<file path="src/logic/ctr_pkg.sv">
// ------------------------------------------------
// Table sizes are fixed here, and the widths below must agree
// ------------------------------------------------

package ctr_pkg;

    // Number of counters in the table
    localparam int N_ENTRIES = 64;

    // Index width, enough to address every counter
    localparam int IDX_W = 6;

    // Each counter saturates at the top of this width
    localparam int COUNT_W = 16;

    // Width of the increment carried by one event
    localparam int INCR_W = 4;

    // Counter index
    typedef logic [IDX_W-1:0] idx_t;

    // Counter value as stored in the RAM
    typedef logic [COUNT_W-1:0] count_t;

    // Event increment, added to a counter per accepted event
    typedef logic [INCR_W-1:0] incr_t;

endpackage
</file>
<file path="src/logic/ram_port_if.sv">
// ------------------------------------------------
// One RAM port, address width derived from N_ENTRIES
// ------------------------------------------------
`timescale 1ns/1ps

interface ram_port_if
#(
    parameter int N_ENTRIES = 32,
    parameter int N_DATA_BITS = 64
);
    logic [$clog2(N_ENTRIES)-1:0] addr;
    logic                         wen;
    logic [N_DATA_BITS-1:0]       wdata;
    logic [N_DATA_BITS-1:0]       rdata;

    // The client side drives the request fields
    modport user (output addr, output wen, output wdata, input rdata);

    // The memory side returns read data
    modport mem (input addr, input wen, input wdata, output rdata);

endinterface

</file>
<file path="src/logic/event_counter_top.sv">
// ------------------------------------------------
// Events are refused for N_ENTRIES cycles after reset
// ------------------------------------------------
`timescale 1ns/1ps

module event_counter_top
#(
    parameter int N_OUTPUT_REG_STAGES = 1
)
(
    input  logic            clk1,
    input  logic            reset,
    input  logic            event_valid,
    input  ctr_pkg::idx_t   event_index,
    input  ctr_pkg::incr_t  event_incr,
    output logic            event_ready,
    input  logic            rd_req,
    input  ctr_pkg::idx_t   rd_index,
    output logic            rd_ack,
    output ctr_pkg::count_t rd_count
);
    import ctr_pkg::*;

    logic   slot_req;
    idx_t   slot_index;
    logic   slot_grant;
    logic   slot_valid;
    count_t slot_count;

    // Port 0 carries reads, port 1 carries writes
    ram_port_if #(.N_ENTRIES(N_ENTRIES), .N_DATA_BITS(COUNT_W)) port0_if ();
    ram_port_if #(.N_ENTRIES(N_ENTRIES), .N_DATA_BITS(COUNT_W)) port1_if ();

    // The RAM ready flag is the event ready
    ram_dualport_init
    #(
        .N_ENTRIES(N_ENTRIES),
        .N_DATA_BITS(COUNT_W),
        .N_OUTPUT_REG_STAGES(N_OUTPUT_REG_STAGES)
    )
    u_ram
    (
        .clk1(clk1),
        .reset(reset),
        .rdy(event_ready),
        .port0(port0_if.mem),
        .port1(port1_if.mem)
    );

    counter_update_pipe #(.N_OUTPUT_REG_STAGES(N_OUTPUT_REG_STAGES)) u_pipe
    (
        .clk1(clk1),
        .reset(reset),
        .rdy(event_ready),
        .event_valid(event_valid),
        .event_index(event_index),
        .event_incr(event_incr),
        .slot_req(slot_req),
        .slot_index(slot_index),
        .slot_grant(slot_grant),
        .slot_valid(slot_valid),
        .slot_count(slot_count),
        .port0(port0_if.user),
        .port1(port1_if.user)
    );

    host_read_port u_host_read
    (
        .clk1(clk1),
        .reset(reset),
        .rd_req(rd_req),
        .rd_index(rd_index),
        .rd_ack(rd_ack),
        .rd_count(rd_count),
        .slot_req(slot_req),
        .slot_index(slot_index),
        .slot_grant(slot_grant),
        .slot_valid(slot_valid),
        .slot_count(slot_count)
    );

endmodule

</file>
<file path="src/logic/host_read_port.sv">
// ------------------------------------------------
// rd_index must stay stable while rd_req is high
// ------------------------------------------------
`timescale 1ns/1ps

module host_read_port
(
    input  logic            clk1,
    input  logic            reset,
    input  logic            rd_req,
    input  ctr_pkg::idx_t   rd_index,
    output logic            rd_ack,
    output ctr_pkg::count_t rd_count,
    output logic            slot_req,
    output ctr_pkg::idx_t   slot_index,
    input  logic            slot_grant,
    input  logic            slot_valid,
    input  ctr_pkg::count_t slot_count
);

    typedef enum logic [1:0] {IDLE, WAIT_SLOT, WAIT_DATA, ACK} upd_state_t;

    upd_state_t state;

    // Ask for the read slot until the pipeline grants it
    assign slot_req   = (state == WAIT_SLOT);
    assign slot_index = rd_index;
    assign rd_ack     = (state == ACK);

    always_ff @(posedge clk1)
    begin
        if (reset)
        begin
            state <= IDLE;
        end
        else
        begin
            case (state)
                IDLE:      if (rd_req) state <= WAIT_SLOT;
                WAIT_SLOT: if (slot_grant) state <= WAIT_DATA;
                WAIT_DATA: if (slot_valid) state <= ACK;
                // Hold the ack until the host drops its request
                ACK:       if (!rd_req) state <= IDLE;
                default:   state <= IDLE;
            endcase
        end
    end

    // Count is captured once and held through the ack phase
    always_ff @(posedge clk1)
    begin
        if (state == WAIT_DATA && slot_valid)
        begin
            rd_count <= slot_count;
        end
    end

endmodule

</file>
<file path="src/logic/counter_update_pipe.sv">
// ------------------------------------------------
// Events win the read slot; one port 0 read per cycle at most
// ------------------------------------------------
`timescale 1ns/1ps

module counter_update_pipe
#(
    parameter int N_OUTPUT_REG_STAGES = 1
)
(
    input  logic            clk1,
    input  logic            reset,
    input  logic            rdy,
    input  logic            event_valid,
    input  ctr_pkg::idx_t   event_index,
    input  ctr_pkg::incr_t  event_incr,
    input  logic            slot_req,
    input  ctr_pkg::idx_t   slot_index,
    output logic            slot_grant,
    output logic            slot_valid,
    output ctr_pkg::count_t slot_count,
    ram_port_if.user        port0,
    ram_port_if.user        port1
);
    import ctr_pkg::*;

    // Cycles from a port 0 address to its read data
    localparam int READ_LAT = 1 + N_OUTPUT_REG_STAGES;

    logic   accept;
    // Read stages, the last one lines up with port0.rdata
    logic   stage_valid [READ_LAT];
    logic   stage_event [READ_LAT];
    idx_t   stage_idx   [READ_LAT];
    incr_t  stage_incr  [READ_LAT];
    // Write stage, the final pipeline stage
    logic   wr_valid;
    logic   wr_event;
    idx_t   wr_idx;
    count_t wr_count;
    // Writes of the last READ_LAT cycles, which the RAM read may have missed
    logic   hist_valid [READ_LAT];
    idx_t   hist_idx   [READ_LAT];
    count_t hist_count [READ_LAT];
    count_t base;
    logic [COUNT_W:0] sum;
    count_t result;

    assign accept     = rdy & event_valid;
    assign slot_grant = rdy & ~event_valid & slot_req;

    // Port 0 only ever reads
    assign port0.addr  = accept ? event_index : slot_index;
    assign port0.wen   = 1'b0;
    assign port0.wdata = '0;

    // Oldest match first so that the newest value overrides it
    always_comb
    begin
        base = port0.rdata;
        for (int k = READ_LAT - 1; k >= 0; k--)
        begin
            if (hist_valid[k] && hist_idx[k] == stage_idx[READ_LAT-1])
            begin
                base = hist_count[k];
            end
        end
        if (wr_valid && wr_event && wr_idx == stage_idx[READ_LAT-1])
        begin
            base = wr_count;
        end
    end

    // Saturating add, slot reads carry a zero increment
    assign sum    = {1'b0, base} + stage_incr[READ_LAT-1];
    assign result = sum[COUNT_W] ? '1 : sum[COUNT_W-1:0];

    always_ff @(posedge clk1)
    begin
        if (reset)
        begin
            for (int s = 0; s < READ_LAT; s++)
            begin
                stage_valid[s] <= 1'b0;
                hist_valid[s]  <= 1'b0;
            end
            wr_valid <= 1'b0;
        end
        else
        begin
            stage_valid[0] <= accept | slot_grant;
            for (int s = 1; s < READ_LAT; s++)
            begin
                stage_valid[s] <= stage_valid[s-1];
            end
            wr_valid <= stage_valid[READ_LAT-1];
            // Only event results land in the RAM
            hist_valid[0] <= wr_valid & wr_event;
            for (int s = 1; s < READ_LAT; s++)
            begin
                hist_valid[s] <= hist_valid[s-1];
            end
        end
    end

    always_ff @(posedge clk1)
    begin
        stage_event[0] <= accept;
        stage_idx[0]   <= port0.addr;
        stage_incr[0]  <= accept ? event_incr : '0;
        for (int s = 1; s < READ_LAT; s++)
        begin
            stage_event[s] <= stage_event[s-1];
            stage_idx[s]   <= stage_idx[s-1];
            stage_incr[s]  <= stage_incr[s-1];
        end
        wr_event      <= stage_event[READ_LAT-1];
        wr_idx        <= stage_idx[READ_LAT-1];
        wr_count      <= result;
        hist_idx[0]   <= wr_idx;
        hist_count[0] <= wr_count;
        for (int s = 1; s < READ_LAT; s++)
        begin
            hist_idx[s]   <= hist_idx[s-1];
            hist_count[s] <= hist_count[s-1];
        end
    end

    assign port1.addr  = wr_idx;
    assign port1.wen   = wr_valid & wr_event;
    assign port1.wdata = wr_count;
    assign slot_valid  = wr_valid & ~wr_event;
    assign slot_count  = wr_count;

endmodule

</file>
<file path="src/logic/ram_dualport_init.sv">
// ------------------------------------------------
// Port 1 is ignored until rdy; clearing takes N_ENTRIES cycles
// ------------------------------------------------
`timescale 1ns/1ps

module ram_dualport_init
#(
    parameter int N_ENTRIES = 32,
    parameter int N_DATA_BITS = 64,
    parameter int N_OUTPUT_REG_STAGES = 1
)
(
    input  logic clk1,
    input  logic reset,
    // High once every entry holds zero, stays high until reset
    output logic rdy,
    ram_port_if.mem port0,
    ram_port_if.mem port1
);

    logic [$clog2(N_ENTRIES)-1:0] init_addr;

    // Port 1 as seen by the RAM, muxed between the client and the clear loop
    ram_port_if #(.N_ENTRIES(N_ENTRIES), .N_DATA_BITS(N_DATA_BITS)) ram1_if ();

    ram_dualport
    #(
        .N_ENTRIES(N_ENTRIES),
        .N_DATA_BITS(N_DATA_BITS),
        .N_OUTPUT_REG_STAGES(N_OUTPUT_REG_STAGES)
    )
    u_ram
    (
        .clk1(clk1),
        .port0(port0),
        .port1(ram1_if.mem)
    );

    assign ram1_if.addr  = rdy ? port1.addr : init_addr;
    assign ram1_if.wen   = rdy ? port1.wen : 1'b1;
    assign ram1_if.wdata = rdy ? port1.wdata : '0;
    assign port1.rdata   = ram1_if.rdata;

    // One entry per cycle, rdy goes up on the edge that writes the last one
    always_ff @(posedge clk1)
    begin
        if (reset)
        begin
            rdy       <= 1'b0;
            init_addr <= '0;
        end
        else if (!rdy)
        begin
            init_addr <= init_addr + 1'b1;
            rdy       <= (init_addr == N_ENTRIES - 1);
        end
    end

endmodule

</file>
<file path="src/logic/ram_dualport.sv">
// ------------------------------------------------
// Single clock; same-address reads across ports are unspecified
// ------------------------------------------------
`timescale 1ns/1ps

module ram_dualport
#(
    parameter int N_ENTRIES = 32,
    parameter int N_DATA_BITS = 64,
    // Extra output register stages after the registered read
    parameter int N_OUTPUT_REG_STAGES = 1
)
(
    input  logic clk1,
    ram_port_if.mem port0,
    ram_port_if.mem port1
);

    logic [N_DATA_BITS-1:0] mem [N_ENTRIES];

    // Index 0 is the registered read, higher indices the extra stages
    logic [N_DATA_BITS-1:0] rd0 [N_OUTPUT_REG_STAGES+1];
    logic [N_DATA_BITS-1:0] rd1 [N_OUTPUT_REG_STAGES+1];

    // Both ports write the array, port 1 wins a same-address collision
    always_ff @(posedge clk1)
    begin
        if (port0.wen)
        begin
            mem[port0.addr] <= port0.wdata;
        end
        if (port1.wen)
        begin
            mem[port1.addr] <= port1.wdata;
        end
    end

    // A port that writes returns the new data on its own read path
    always_ff @(posedge clk1)
    begin
        rd0[0] <= port0.wen ? port0.wdata : mem[port0.addr];
        rd1[0] <= port1.wen ? port1.wdata : mem[port1.addr];
    end

    // Optional output pipeline, same depth on both ports
    for (genvar s = 0; s < N_OUTPUT_REG_STAGES; s++)
    begin : g_out_stage
        always_ff @(posedge clk1)
        begin
            rd0[s+1] <= rd0[s];
            rd1[s+1] <= rd1[s];
        end
    end

    assign port0.rdata = rd0[N_OUTPUT_REG_STAGES];
    assign port1.rdata = rd1[N_OUTPUT_REG_STAGES];

endmodule

</file>
<file path="config.mk">
export PLATFORM = sky130hd
export DESIGN_NAME = event_counter_top
export DESIGN_NICKNAME = d
export VERILOG_FILES = /design/src/logic/ctr_pkg.sv /design/src/logic/ram_port_if.sv /design/src/logic/event_counter_top.sv /design/src/logic/host_read_port.sv /design/src/logic/counter_update_pipe.sv /design/src/logic/ram_dualport_init.sv /design/src/logic/ram_dualport.sv
export SDC_FILE = /design/constraint.sdc
export NUM_CORES = 1
export LEC_CHECK = 0
export BUFFER_PORTS_ARGS = -buffer_cell sky130_fd_sc_hd__buf_2
export CAP_MARGIN = 0
export CORE_MARGIN = 4
export CORE_UTILIZATION = 40
export CTS_CLUSTER_DIAMETER = 30
export DETAILED_ROUTE_END_ITERATION = 10
export GPL_ROUTABILITY_DRIVEN = 0
export HOLD_SLACK_MARGIN = 0.03
export SLEW_MARGIN = 10
export SYNTH_ARGS = -nofsm -noshare
export SYNTH_HDL_FRONTEND = slang
export SYNTH_SLANG_ARGS = --single-unit
export TNS_END_PERCENT = 1
</file>
<file path="constraint.sdc">
create_clock -name clk1 -period 4.09 [get_ports clk1]
set_clock_uncertainty 0.05 [all_clocks]
set_input_delay 0.409 -clock clk1 [delete_from_list [all_inputs] [get_ports clk1]]
set_output_delay 0.409 -clock clk1 [all_outputs]
set_load 0.02 [all_outputs]
</file>
Yosys cells after proc, flatten, opt, wreduce, memory -nomap -nowiden. Memories as Yosys holds them, arrays and structs flattened. A register that Yosys moved wholly into a read port is not among the register bits. Cells that the tools add are included.

Bits in registers: 47. Memory bits (writable): 1126. Input bits: 20. Logic and storage cells: 70. Memories: 9.

Memories: u_ram.u_ram.mem (depth 64, bits a word 16, read ports 1, clocked after Yosys merged registers in 0, write ports 1, line ram_dualport.sv:19) `logic [N_DATA_BITS-1:0] mem [N_ENTRIES];`; u_pipe.hist_count (depth 2, bits a word 16, read ports 2, clocked after Yosys merged registers in 0, write ports 2, line counter_update_pipe.sv:44) `count_t hist_count [READ_LAT];`; u_ram.u_ram.rd0 (depth 2, bits a word 16, read ports 2, clocked after Yosys merged registers in 0, write ports 2, line ram_dualport.sv:22) `logic [N_DATA_BITS-1:0] rd0 [N_OUTPUT_REG_STAGES+1];`; u_pipe.hist_idx (depth 2, bits a word 6, read ports 2, clocked after Yosys merged registers in 0, write ports 2, line counter_update_pipe.sv:43) `idx_t hist_idx [READ_LAT];`; u_pipe.stage_idx (depth 2, bits a word 6, read ports 2, clocked after Yosys merged registers in 0, write ports 2, line counter_update_pipe.sv:34) `idx_t stage_idx [READ_LAT];`; u_pipe.stage_incr (depth 2, bits a word 4, read ports 2, clocked after Yosys merged registers in 0, write ports 2, line counter_update_pipe.sv:35) `incr_t stage_incr [READ_LAT];`; +3 memories.

$add $sub $neg: 2. Equal/unequal tests: 11. Mux-type cells: 23. Bitwise operators: 12. Reductions and logical operators: 7.

Operator list (count): $mux 16 (4); $eq 6x6->1 (3); $add 16x4->17 (1); $mux 6 (2); $mux 1 (11); $mux 2 (4); $pmux 2 s4 (1); $add 6x1->6 const B (1); $eq 6x6->1 const B (1); $ne 2x2->1 const B (3); $and 1x1->1 (5); $logic_and 1x1->1 (5); $or 1x1->1 (5); $eq 2x2->1 const B (2); $mux 4 (1); $reduce_and 4->1 (1); $eq 2x1->1 const B (1); $logic_not 2->1 (1); $ne 2x1->1 const B (1); $not 1->1 (2).

Depth between registers and ports, before layout. An unclocked memory read counts as a cell.

Word-level depth: 7. Gate-level depth with buffers: 19.

Modules after synthesis. From an unflattened synthesis, not the netlist that was laid out.

Cells, all modules: 5482. Area total of the unflattened synthesis: 67340.8 um2.

By module, submodules not included: ram_dualport (instances 1, cells an instance 5034, area an instance 62486.2 um2); counter_update_pipe (instances 1, cells an instance 349, area an instance 3669.8 um2); host_read_port (instances 1, cells an instance 42, area an instance 716.9 um2); ram_dualport_init (instances 1, cells an instance 57, area an instance 467.9 um2).

Worst setup path before layout. Ideal clock, no wire load.

Kind: flip-flop to flip-flop. Start point: memory u_pipe.stage_idx[0][9] (netlist name). End point: register u_pipe.wr_count[10], in the netlist u_pipe.port1.wdata[10]. Data arrival time: 3.465 ns. Required time: 3.973 ns. Setup slack: 0.507 ns. Stages on the path, launching flop included: 20. Buffers on the path: 4. Clock period less this slack: 3.583 ns. Cells stage by stage: dfxtp_1 > xor2_1 > nor4_2 > and4_1 > buf_6 > buf_6 > buf_2 > nand2_1 > o21ai_0 > ha_1 > inv_1 > fa_1 > nor2b_1 > o21ai_0 > nand2b_1 > o211ai_1 > nor4b_4 > nand4_2 > buf_6 > o21ai_2.

RTL lines: from (decl) (line counter_update_pipe.sv:34); to (signal assigned) (line counter_update_pipe.sv:119) `wr_count <= result;`; to (decl) (line counter_update_pipe.sv:40) `count_t wr_count;`.

==> key figures <==
Outcome
  • Status: finished clean

STA
  • Crit path time final: 3.74 ns
  • Worst Tran Pin Value: 1.14 ns
  • Hold Fails Final Rpt: 0
  • Max Slew Vio Count: 0
  • Max-Slew Margin vs Limit: 23.3%
  • Fmax: 0.267 GHz
  • Endpoints failing setup: 0
  • Unrepaired setup endpoints after global routing: no
  • Tcrit/Tclk final: 91.4%
  • Setup tns final: 0 ns

Synth
  • Cell count after synthesis: between 3000 and 4000
  • Avg Synthesized Cell Area: between 10 and 15 µm²
  • Register area share after synthesis: 73.5%
  • Ys async rst share: 0%
  • EDFF count, synth: 1040
  • Count of unique library cells instantiated by Yosys: 75
  • Synth Cell Area: 46200 µm²
  • Net Count, Synth: 3603
  • Predominant post-synthesis flop cell: edfxtp_1
  • Synth warn: 0
  • Seq cells post-synth: 1175

Worst setup path
  • RR Startpoint: u_pipe.stage_idx[0][7]$_DFF_P_
  • Worst setup EP type: register
  • Crit path max fanout: 7
  • WP data arrival: 4.36 ns
  • R2R cell count: 18
  • Setup Crit Path Kind: reg -> reg
  • Max stage delay cell, worst path: fa_1
  • Worst-path cell chain: xnor2_1 > nand4_1 > nor3_4 > mux2i_1 > nor2_1 > a21oi_1 > o21ai_0 > ha_1 > inv_1 > fa_1 > nor2b_1 > o21ai_0 > nand2b_1 > o211ai_1 > nor4b_4 > buf_4 > nand3_1 > mux2i_1
  • Critical Path RT: 4.71 ns
  • Crit path largest cell delay: 0.40 ns
  • Flop2flop setup slack: 0.35 ns
  • Family with the most delay on the worst path: simple AND/OR/NAND/NOR gates
  • Bufs and invs on worst path: 2
  • Crit start category: register
  • Reg-to-reg endpoint: u_pipe.port1.wdata[14]$_SDFF_PP1_

GRT
  • Total gr overflow: 0
  • GR peak layer: met2
  • Grt met3 use: 3.39%
  • Met1 global-route usage: 29.0%
  • Vias in the first global route: 29238
  • First-pass GRT wire length: around 190000 µm
  • Global-route usage over all layers: 20.6%
  • Met2 Usage GRT: roughly a third
  • Initial antenna violation count: 3
  • Largest net degree at the start of global routing: 109

Detailed routing
  • Number of remaining DRC errors: 0
  • Routed vias: 30571
  • Via density: 5.55
  • Routed len/inst: between 20 and 25 µm
  • Final WL: 127000 µm
  • Number of detailed-route iterations in the first pass: 5
  • Iter 0 DRT Violations: 3238
  • Routed Antenna Nets: 0

Pwr
  • Leakage: 20.1 nW
  • Sequential fraction of design power: 39.2%
  • Combinational Power Share: about 4.5%
  • P_int: between 20 and 30 mW
  • Switching Fraction: 22.3%
  • IR drop worst, VDD: 0.419 mV
  • Pwr Density: 590 nW/µm²
  • Clk pwr share: 56.2%
  • Net Sw Power: ~7.5 mW

Clock tree
  • Clock-pin slew on the worst setup and hold paths: 0.05 ns
  • Clock Sinks: 1175
  • Htree depth: 4
  • Clk_lat worst skew: 0.80 ns
  • Root Buffer: clkbuf_16
  • Max Buffers Root-to-Sink: 3
  • TritonCTS clock tree: done
  • CTS buffer count: 223

Final layout
  • Commonest non-fill, non-tap cell in the layout: edfxtp_1
  • Inserted Diodes: 0
  • Final net count: 3829
  • Fillers: between 9000 and 10000
  • Final core utilization: 49.9%
  • Layout cells sized above 1: between 10% and 20%
  • Area Growth Syn to Fin: 23.8%
  • Most frequent cells in the layout: edfxtp_1, nand2_1, nand3_1

Placed design
  • Port bufs: 37
  • DP HPWL: 73500 µm

Floorplan
  • Total core area: 115000 µm²
  • Die Area: roughly 120000 µm²
  • # IOs: 38
  • Die outline width: 348 µm
  • Vert. Die Dim: between 300 and 400 µm
  • # rows: about 120
  • Initial core utilization: around two fifths

Worst hold path
  • Hold Crit Class: in -> reg
  • HP Start: event_valid
  • Hold Path Depth: 3
  • Worst min-delay path endpoint: u_pipe.stage_incr[0][3]$_SDFF_PN0_

Job
  • Max_cap viols: 0
## repair_timing
item | 4_1_cts | 5_1_grt
endpoints found under the setup margin | 0 | 3
gates resized for setup | 0 | 1
hold buffers | 6 | 0
buffers inserted | 0 | 0
endpoints found under the hold margin | 18 | 0
## cell families (layout without fill, tap and decap cells)
| group | Yosys count | after routing | synth area share (%) |
|---|---|---|---|
| mux | 17 | 17 | 0.385 |
| compound gates | 350 | 350 | 6.18 |
| simple gates | 1737 | 1737 | 16.6 |
| xor+xnor | 26 | 26 | 0.493 |
| fa+ha+maj | 10 | 10 | 0.287 |
| flops | 1175 | 1175 | 73.5 |
| buf+inv | 258 | 685 | 2.52 |
## cells in the mapped netlist, types with 16 or more instances
cell type	number	area (µm²)
a211o_1	16	140
a211oi_1	36	270
a311oi_1	180	1580
a31oi_1	35	219
and2_1	21	131
and3_1	104	651
buf_2	92	460
clkbuf_1	120	450
dfxtp_1	135	2700
edfxtp_1	1040	31200
nand2_1	987	3700
nand3_1	442	2210
nor2_1	94	353
nor3_1	27	135
o311ai_0	17	149
xnor2_1	19	166
## worst reg2reg max path, cell delays in order (launching register included)
cell and delay (ns):
dfxtp_1 0.35, xnor2_1 0.24, nand4_1 0.21, nor3_4 0.21, mux2i_1 0.11, nor2_1 0.11, a21oi_1 0.05, o21ai_0 0.24
ha_1 0.23, inv_1 0.06, fa_1 0.40, nor2b_1 0.14, o21ai_0 0.10, nand2b_1 0.14, o211ai_1 0.16, nor4b_4 0.38
buf_4 0.22, nand3_1 0.09, mux2i_1 0.14
## power by group through the flow
stage / clock (mW) / sequential [mW] / combinational (mW)
final: 19.0 / 13.2 / 1.53
after CTS: 19.2 / 13.2 / 1.54
after detailed placement: 0 / 13.4 / 1.52
after global placement: 0 / 13.4 / 1.51
after floorplan: 0 / 13.4 / 0.967
after global routing: 19.8 / 13.2 / 1.67
## per-layer routing
metal / share of wire, % / vias up
li1: - / 13775
met1: 43 / 15328
met2: 47 / 1257
met3: 7.5 / 211
met4: 3.1 / 0
met5: 0 / -
## sequential cells by signal, indices dropped and copies added (netlist names), 2 cells and up
name                  cells
u_host_read.rd_count     16
u_host_read.state         2
u_pipe.hist_count        32
u_pipe.hist_idx          12
u_pipe.hist_valid         2
u_pipe.port1.addr         6
u_pipe.port1.wdata       16
u_pipe.stage_event        2
u_pipe.stage_idx         12
u_pipe.stage_incr         8
u_pipe.stage_valid        2
u_ram.init_addr           6
u_ram.u_ram.mem        1024
u_ram.u_ram.rd0          32
## cell type report
class | instances | area, µm² | share of cell area [%]
Timing Repair Buffer | 243 | 2050 | 3.58
Inverter | 16 | 76.3 | 0.134
Sequential cell | 1175 | 33900 | 59.4
Clock buffer | 248 | 5810 | 10.2
Tap cell | 1512 | 1890 | 3.31
Clock inverter | 178 | 2240 | 3.91
Multi-Input combinational cell | 2140 | 11200 | 19.5
## worst max path at each step
| stage | start | endpoint | slack, ns | depth (start not counted) |
|---|---|---|---|---|
| final | u_pipe.stage_idx[0][7]$_DFF_P_ | u_pipe.port1.wdata[14]$_SDFF_PP1_ | 0.35 | 18 |
| after global routing | u_pipe.stage_idx[0][7]$_DFF_P_ | u_pipe.port1.wdata[14]$_SDFF_PP1_ | 0.11 | 18 |
| after CTS | u_pipe.stage_idx[0][7]$_DFF_P_ | u_pipe.port1.wdata[2]$_SDFF_PP1_ | 0.22 | 17 |
| after detailed placement | u_pipe.stage_idx[0][7]$_DFF_P_ | u_pipe.port1.wdata[2]$_SDFF_PP1_ | 0.25 | 17 |
| after global placement | u_pipe.stage_idx[0][7]$_DFF_P_ | u_pipe.port1.wdata[2]$_SDFF_PP1_ | 0.32 | 17 |
| after floorplan | u_pipe.stage_idx[0][9]$_DFF_P_ | u_pipe.port1.wdata[10]$_SDFF_PP1_ | 0.51 | 19 |
## through the flow
stage,area (µm²),total power [mW],worst slack (ns),hold slack [ns],cells
finish,57100,33.7,0.350,0.121,5512
global route,57100,34.7,0.107,0.113,5512
global placement,49000,14.9,0.319,0.260,5080
detailed placement,49000,15.0,0.246,0.263,5080
floorplan,46200,14.3,0.507,0.260,3573
CTS,57100,33.9,0.218,0.0890,5512
(Power assumes the default switching activity.)
